--- src/vc_buffer_pkg.sv ---
package vc_buffer_pkg;

    // buffer geometry
    localparam int NUM_VC    = 4;
    localparam int VC_DEPTH  = 4;   // flit slots per vc, power of two
    localparam int PAYLOAD_W = 32;

    // derived widths
    localparam int VC_W    = 2;
    localparam int PTR_W   = 2;
    localparam int DEPTH_W = PTR_W + 1;   // must reach VC_DEPTH
    localparam int ADDR_W  = VC_W + PTR_W;

    // binary vc number
    typedef logic [VC_W-1:0] vc_id_t;

    // slot index inside one vc slice, wraps on its own
    typedef logic [PTR_W-1:0] ptr_t;

    // occupancy of one vc
    typedef logic [DEPTH_W-1:0] depth_t;

    // memory address, vc id on top and slot below
    typedef logic [ADDR_W-1:0] mem_addr_t;

    // memory word, vc is not stored
    typedef struct packed {
        logic                 head;
        logic                 tail;
        logic [PAYLOAD_W-1:0] payload;
    } flit_t;

endpackage

--- src/ram_port_if.sv ---
interface ram_port_if;

    logic                    wr_en;
    vc_buffer_pkg::mem_addr_t wr_addr;
    logic                    rd_en;
    vc_buffer_pkg::mem_addr_t rd_addr;

    modport ctrl (
        output wr_en,
        output wr_addr,
        output rd_en,
        output rd_addr
    );

    modport ram (
        input wr_en,
        input wr_addr,
        input rd_en,
        input rd_addr
    );

endinterface

--- src/flit_out_stage.sv ---
module flit_out_stage (
    input  logic                  clk,
    input  logic                  reset,
    input  logic                  rd_en,
    input  vc_buffer_pkg::vc_id_t rd_vc,
    input  vc_buffer_pkg::flit_t  rd_data,
    output logic                  out_valid,
    output vc_buffer_pkg::vc_id_t out_vc,
    output vc_buffer_pkg::flit_t  out_flit,
    output logic                  credit_valid,
    output vc_buffer_pkg::vc_id_t credit_vc
);

    logic                  rd_q;      // read whose word sits in the memory register
    vc_buffer_pkg::vc_id_t rd_vc_q;
    vc_buffer_pkg::vc_id_t vc_q;      // vc of the flit on the output
    vc_buffer_pkg::flit_t  flit_q;

    // valid and credit trail the memory read register by one stage
    always_ff @(posedge clk or posedge reset) begin
        if (reset) begin
            rd_q         <= 1'b0;
            out_valid    <= 1'b0;
            credit_valid <= 1'b0;
        end else begin
            rd_q         <= rd_en;
            out_valid    <= rd_q;
            credit_valid <= rd_q;   // one credit back per flit read
        end
    end

    always_ff @(posedge clk) begin
        if (rd_en) begin
            rd_vc_q <= rd_vc;
        end
        if (rd_q) begin
            vc_q   <= rd_vc_q;
            flit_q <= rd_data;
        end
    end

    assign out_vc    = vc_q;
    assign out_flit  = flit_q;
    assign credit_vc = vc_q;

    // a credit always travels with the flit it frees
    a_credit_with_flit: assert property (
        @(posedge clk) disable iff (reset)
        credit_valid |-> (out_valid && credit_vc == out_vc)
    ) else $error("credit for vc %0d without a valid flit", credit_vc);

endmodule

--- src/flit_ram.sv ---
module flit_ram (
    input  logic                 clk,
    ram_port_if.ram              ram,
    input  vc_buffer_pkg::flit_t wr_data,
    output vc_buffer_pkg::flit_t rd_data
);

    localparam int WORDS = vc_buffer_pkg::NUM_VC * vc_buffer_pkg::VC_DEPTH;

    vc_buffer_pkg::flit_t mem [WORDS];
    vc_buffer_pkg::flit_t rd_q;   // registered read port

    always_ff @(posedge clk) begin
        if (ram.wr_en) begin
            mem[ram.wr_addr] <= wr_data;
        end
        // holds the last word read when rd_en is low
        if (ram.rd_en) begin
            rd_q <= mem[ram.rd_addr];
        end
    end

    assign rd_data = rd_q;

    // the pointer logic keeps a read off the slot being written,
    // so read-during-write behaviour of the memory never matters
    a_no_addr_clash: assert property (
        @(posedge clk)
        (ram.wr_en && ram.rd_en) |-> (ram.wr_addr != ram.rd_addr)
    ) else $error("read and write to the same slot %0h", ram.rd_addr);

endmodule

--- src/vc_buffer_ctrl.sv ---
module vc_buffer_ctrl (
    input  logic                               clk,
    input  logic                               reset,
    input  logic                               wr_valid,
    input  vc_buffer_pkg::vc_id_t              wr_vc,
    input  logic                               rd_en,
    input  vc_buffer_pkg::vc_id_t              rd_vc,
    output logic [vc_buffer_pkg::NUM_VC-1:0]   vc_not_empty,
    ram_port_if.ctrl                           ram
);

    vc_buffer_pkg::ptr_t   wr_ptr [vc_buffer_pkg::NUM_VC];
    vc_buffer_pkg::ptr_t   rd_ptr [vc_buffer_pkg::NUM_VC];
    vc_buffer_pkg::depth_t depth  [vc_buffer_pkg::NUM_VC];

    logic [vc_buffer_pkg::NUM_VC-1:0] wr_hit;   // write targets this vc
    logic [vc_buffer_pkg::NUM_VC-1:0] rd_hit;   // read targets this vc

    // binary vc id to per-vc strobes
    always_comb begin
        for (int i = 0; i < vc_buffer_pkg::NUM_VC; i++) begin
            wr_hit[i] = wr_valid && (wr_vc == vc_buffer_pkg::vc_id_t'(i));
            rd_hit[i] = rd_en && (rd_vc == vc_buffer_pkg::vc_id_t'(i));
        end
    end

    // each vc is its own circular fifo over its slice
    for (genvar v = 0; v < vc_buffer_pkg::NUM_VC; v++) begin : g_vc
        always_ff @(posedge clk or posedge reset) begin
            if (reset) begin
                wr_ptr[v] <= '0;
                rd_ptr[v] <= '0;
                depth[v]  <= '0;
            end else begin
                if (wr_hit[v]) begin
                    wr_ptr[v] <= wr_ptr[v] + 1'b1;   // wraps at VC_DEPTH
                end
                if (rd_hit[v]) begin
                    rd_ptr[v] <= rd_ptr[v] + 1'b1;
                end
                // simultaneous write and read leaves the count alone
                if (wr_hit[v] && !rd_hit[v]) begin
                    depth[v] <= depth[v] + 1'b1;
                end else if (!wr_hit[v] && rd_hit[v]) begin
                    depth[v] <= depth[v] - 1'b1;
                end
            end
        end

        assign vc_not_empty[v] = (depth[v] != '0);
    end

    // slice base from vc id, offset from that vc's pointer
    assign ram.wr_en   = wr_valid;
    assign ram.wr_addr = {wr_vc, wr_ptr[wr_vc]};
    assign ram.rd_en   = rd_en;
    assign ram.rd_addr = {rd_vc, rd_ptr[rd_vc]};

    // upstream credit count must keep a full vc from being written
    a_no_overflow: assert property (
        @(posedge clk) disable iff (reset)
        wr_valid |-> (depth[wr_vc] != vc_buffer_pkg::depth_t'(vc_buffer_pkg::VC_DEPTH))
    ) else $error("write to full vc %0d", wr_vc);

    // downstream may only pick a vc it sees as not empty
    a_no_underflow: assert property (
        @(posedge clk) disable iff (reset)
        rd_en |-> vc_not_empty[rd_vc]
    ) else $error("read from empty vc %0d", rd_vc);

endmodule

--- src/vc_input_buffer.sv ---
module vc_input_buffer (
    input  logic                                   clk,
    input  logic                                   reset,

    // upstream link
    input  logic                                   in_valid,
    input  vc_buffer_pkg::vc_id_t                  in_vc,
    input  logic                                   in_head,
    input  logic                                   in_tail,
    input  logic [vc_buffer_pkg::PAYLOAD_W-1:0]    in_payload,

    // downstream read request
    input  logic                                   rd_en,
    input  vc_buffer_pkg::vc_id_t                  rd_vc,

    output logic [vc_buffer_pkg::NUM_VC-1:0]       vc_not_empty,
    output logic                                   out_valid,
    output vc_buffer_pkg::vc_id_t                  out_vc,
    output logic                                   out_head,
    output logic                                   out_tail,
    output logic [vc_buffer_pkg::PAYLOAD_W-1:0]    out_payload,

    // credit return to upstream
    output logic                                   credit_valid,
    output vc_buffer_pkg::vc_id_t                  credit_vc
);

    vc_buffer_pkg::flit_t in_flit;
    vc_buffer_pkg::flit_t ram_rd_data;
    vc_buffer_pkg::flit_t out_flit;

    ram_port_if ram_port ();

    // only head, tail and payload go into memory
    assign in_flit.head    = in_head;
    assign in_flit.tail    = in_tail;
    assign in_flit.payload = in_payload;

    vc_buffer_ctrl u_ctrl (
        .clk          (clk),
        .reset        (reset),
        .wr_valid     (in_valid),
        .wr_vc        (in_vc),
        .rd_en        (rd_en),
        .rd_vc        (rd_vc),
        .vc_not_empty (vc_not_empty),
        .ram          (ram_port.ctrl)
    );

    flit_ram u_ram (
        .clk     (clk),
        .ram     (ram_port.ram),
        .wr_data (in_flit),
        .rd_data (ram_rd_data)
    );

    flit_out_stage u_out (
        .clk          (clk),
        .reset        (reset),
        .rd_en        (rd_en),
        .rd_vc        (rd_vc),
        .rd_data      (ram_rd_data),
        .out_valid    (out_valid),
        .out_vc       (out_vc),
        .out_flit     (out_flit),
        .credit_valid (credit_valid),
        .credit_vc    (credit_vc)
    );

    assign out_head    = out_flit.head;
    assign out_tail    = out_flit.tail;
    assign out_payload = out_flit.payload;

endmodule
--- config.mk ---
export PLATFORM = sky130hd
export DESIGN_NAME = vc_input_buffer
export DESIGN_NICKNAME = d
export VERILOG_FILES = /design/src/vc_buffer_pkg.sv /design/src/ram_port_if.sv /design/src/flit_out_stage.sv /design/src/flit_ram.sv /design/src/vc_buffer_ctrl.sv /design/src/vc_input_buffer.sv
export SDC_FILE = /design/constraint.sdc
export NUM_CORES = 1
export LEC_CHECK = 0
export ABC_CLOCK_PERIOD_IN_PS = 2850
export BUFFER_PORTS_ARGS = -buffer_cell sky130_fd_sc_hd__buf_2
export CORE_ASPECT_RATIO = 0.8
export CORE_MARGIN = 1.5
export CORE_UTILIZATION = 40
export DETAILED_ROUTE_END_ITERATION = 10
export RECOVER_POWER = 25
export SKIP_LAST_GASP = 1
export SYNTH_ARGS = -nofsm -noshare
export SYNTH_HDL_FRONTEND = slang
export SYNTH_SLANG_ARGS = --single-unit
export TNS_END_PERCENT = 50
--- constraint.sdc ---
create_clock -name clk -period 2.85 [get_ports clk]
set_input_delay 0.285 -clock clk [delete_from_list [all_inputs] [get_ports clk]]
set_output_delay 0.285 -clock clk [all_outputs]
set_load 0.05 [all_outputs]
==> results.cfg <==
[run_status]
status = complete, no violations

[min_path]
hp-class = in2reg
worstHoldStart = rd_en
whs_path_depth = 3

[timing]
timing.final.crit_period_ns = 2.682
max-slew-margin-rel_pct = 34.33
finalHoldViolCount = 0
period_share_pct = 94.09
finalWorstSetupSlack_ns = 0.1683
tightestPinTransition_ns = 0.9840
slew_violations = 0
max_freq_mhz = 372.9
rsz0062_at_grt = false
setup_tns_ns = 0
finalSetupViolations = 0
fin_skew_ns = 0.01783

[clock_tree]
cts.sink_count = 646
cts-root-buf = clkbuf_16
numCtsBuffers = 68
post_cts.repair.setup_buffers = 0
clk_latency_ns = 0.60
clockBufferDepth = 3
cts_tree = yes
cts.clk_slew.worst_paths_ns = 0.06
htreeDepth = 3

[cells_and_area]
finalInstanceArea_um2 = 28970
fill_cells = 5126
finish.utilization_pct = 47.17
nNetsFinal = 1380
diodes = 0
seqCellArea_um2 = 19250
syn_to_final_growth_pct = 16.09
multi_input_area_um2 = 5458
drive_gt1_share_pct = 21.00

[synthesis]
ys_seq_area_share_pct = 77.13
yosysUniqueCellTypes = 30
synth_top_area_cell = edfxtp_1
synth_top_cells_by_area = edfxtp_1 (74%), mux2i_1 (12%), mux4_2 (6.4%), dfrtp_1 (3.0%), xnor2_1 (0.53%)
netlist_instances = 1178
syn_area_per_cell_um2 = 21.19
synth_flop_cell = edfxtp_1
synth_edf_count = 616
ys_ff_latch = 646
synthDominantCellAreaShare_pct = 74.12
async_flop_share_pct = 4.644
yosysMostFrequentCell = edfxtp_1
syn-cell-area_um2 = 24960
synthTopCellsByCount = edfxtp_1 (616), mux2i_1 (308), mux4_2 (71)
syn_nets = 1228
yosys_warnings = 0

[floorplan]
rows = 81
die_area_um2 = 63910
fp.dieW_um = 282.3
io_pins = 86
core_area_um2 = 61420
die_h_um = 226.4
start_util_pct = 40.63

[pwr]
p_per_area_nw_per_um2 = 921.3
p_total_mw = 26.69
p_leak_nw = 10.09
max-vdd-ir-drop_mv = 0.5472

[global_routing]
gr-total-overflow = 0
grt_max_degree = 72
grt_usage_pct = 16.76
grt_pass1_wl_um = 76650
antenna_found_initial = 2
grt_pass1_vias = 11440

[worst_setup_path]
crit_fanout = 34
cp.arrival_ns = 3.12
worst-setup-path-type = reg2reg
end_kind = flip-flop
crit_path_start_kind = flip-flop
rrSetupSlack_ns = 0.17
reg2reg_to = u_ram.rd_data[22]
cp.required_ns = 3.29
reg2reg_from = u_ctrl.rd_ptr[7]
reg2reg_depth = 5
cp-startpoint = u_ctrl.rd_ptr[7]
endpoint = u_ram.rd_data[22]

[placement]
pre_cts_ws_ns = 0.1036
dpl_cell_area_um2 = 26860
routabilityCongestion = 0.7115
portBuffers = 85
place_hpwl_um = 27110

[routing]
vias = 11230
drt-wirelength-per-cell_um = 23.67
routed_via_density = 5.080
antenna_left = 0
drtIter0Drc = 828
wl_um = 52340
drc = 0
first_pass_iters = 5

[flow_run]
drv_cap = 0
[critical path, stage by stage, from the launching register on]
cell,delay (ns)
dfrtp_1,0.40
mux4_4,0.84
buf_4,0.41
mux2i_1,0.19
mux4_2,0.52
mux2i_1,0.14
[state kept, by name, indices dropped and copies added (netlist names), 2 cells and up]
signal / count
u_ctrl.rd_ptr: 8
u_out.credit_vc: 2
u_out.rd_vc_q: 2
u_ctrl.wr_ptr: 8
u_ram.rd_data: 34
u_ram.mem: 544
u_out.out_flit: 34
u_ctrl.depth: 12
[cells in the final DEF, fill, tap and decap left out, types with 16 or more instances in the layout]
cell / count
edfxtp_1: 616
mux2i_1: 308
mux4_2: 70
clkbuf_16: 70
buf_2: 57
clkbuf_1: 40
buf_4: 33
dfrtp_1: 29
clkinv_1: 23
buf_12: 20
nor2_4: 16
[routing by layer]
layer,GRT usage (%),vias up,part of all wire [%]
met3,3.483,63,4.5
met1,23.75,5876,46
li1,-,5045,-
met4,3.933,4,1.4
met5,0,-,0.046
met2,26.66,244,48
[worst min path at each step]
stage	end	slack, ns
final	u_ctrl.rd_ptr[5]	0.07
after global routing	u_ctrl.rd_ptr[5]	0.07
after CTS	u_ram.mem[15][12]	0.02
after detailed placement	u_out.out_flit[12]	0.41
after global placement	u_out.out_flit[8]	0.40
after floorplan	u_out.rd_q	0.32
[power breakdown]
group	switching (mW)	internal [mW]
clock	3.48	5.03
combinational	3.44	2.83
sequential	0.394	11.5
total	7.31	19.4
[final cells by class]
class,count,share of cell area (%)
repair buffers,138,3.606
flip-flops and latches,646,66.44
multi-input cells,465,18.84
inverters,11,0.1425
clock buffers,83,6.214
well taps,830,3.584
clock inverters,38,1.175
[cell families after synthesis]
| kind of cell | synth area share [%] |
|---|---|
| simple gates | 0.8824 |
| mux | 18.99 |
| xor+xnor | 0.8423 |
| compound gates | 0.1303 |
| flops | 77.13 |
| fa+ha+maj | 0.5214 |
| buf+inv | 1.509 |
[stage by stage]
step / hold slack [ns] / instances
after floorplan: 0.3164 / 1178
after global placement: 0.4021 / 2089
after detailed placement: 0.4052 / 2089
after CTS: 0.02289 / 2211
after global routing: 0.06507 / 2211
final: 0.06685 / 2211
[repair_timing]
item	in CTS	in global routing
endpoints found under the setup margin	0	0
hold buffers	1	0
hold endpoints to repair	24	0
resized for setup	0	0
(Power assumes the default switching activity.)
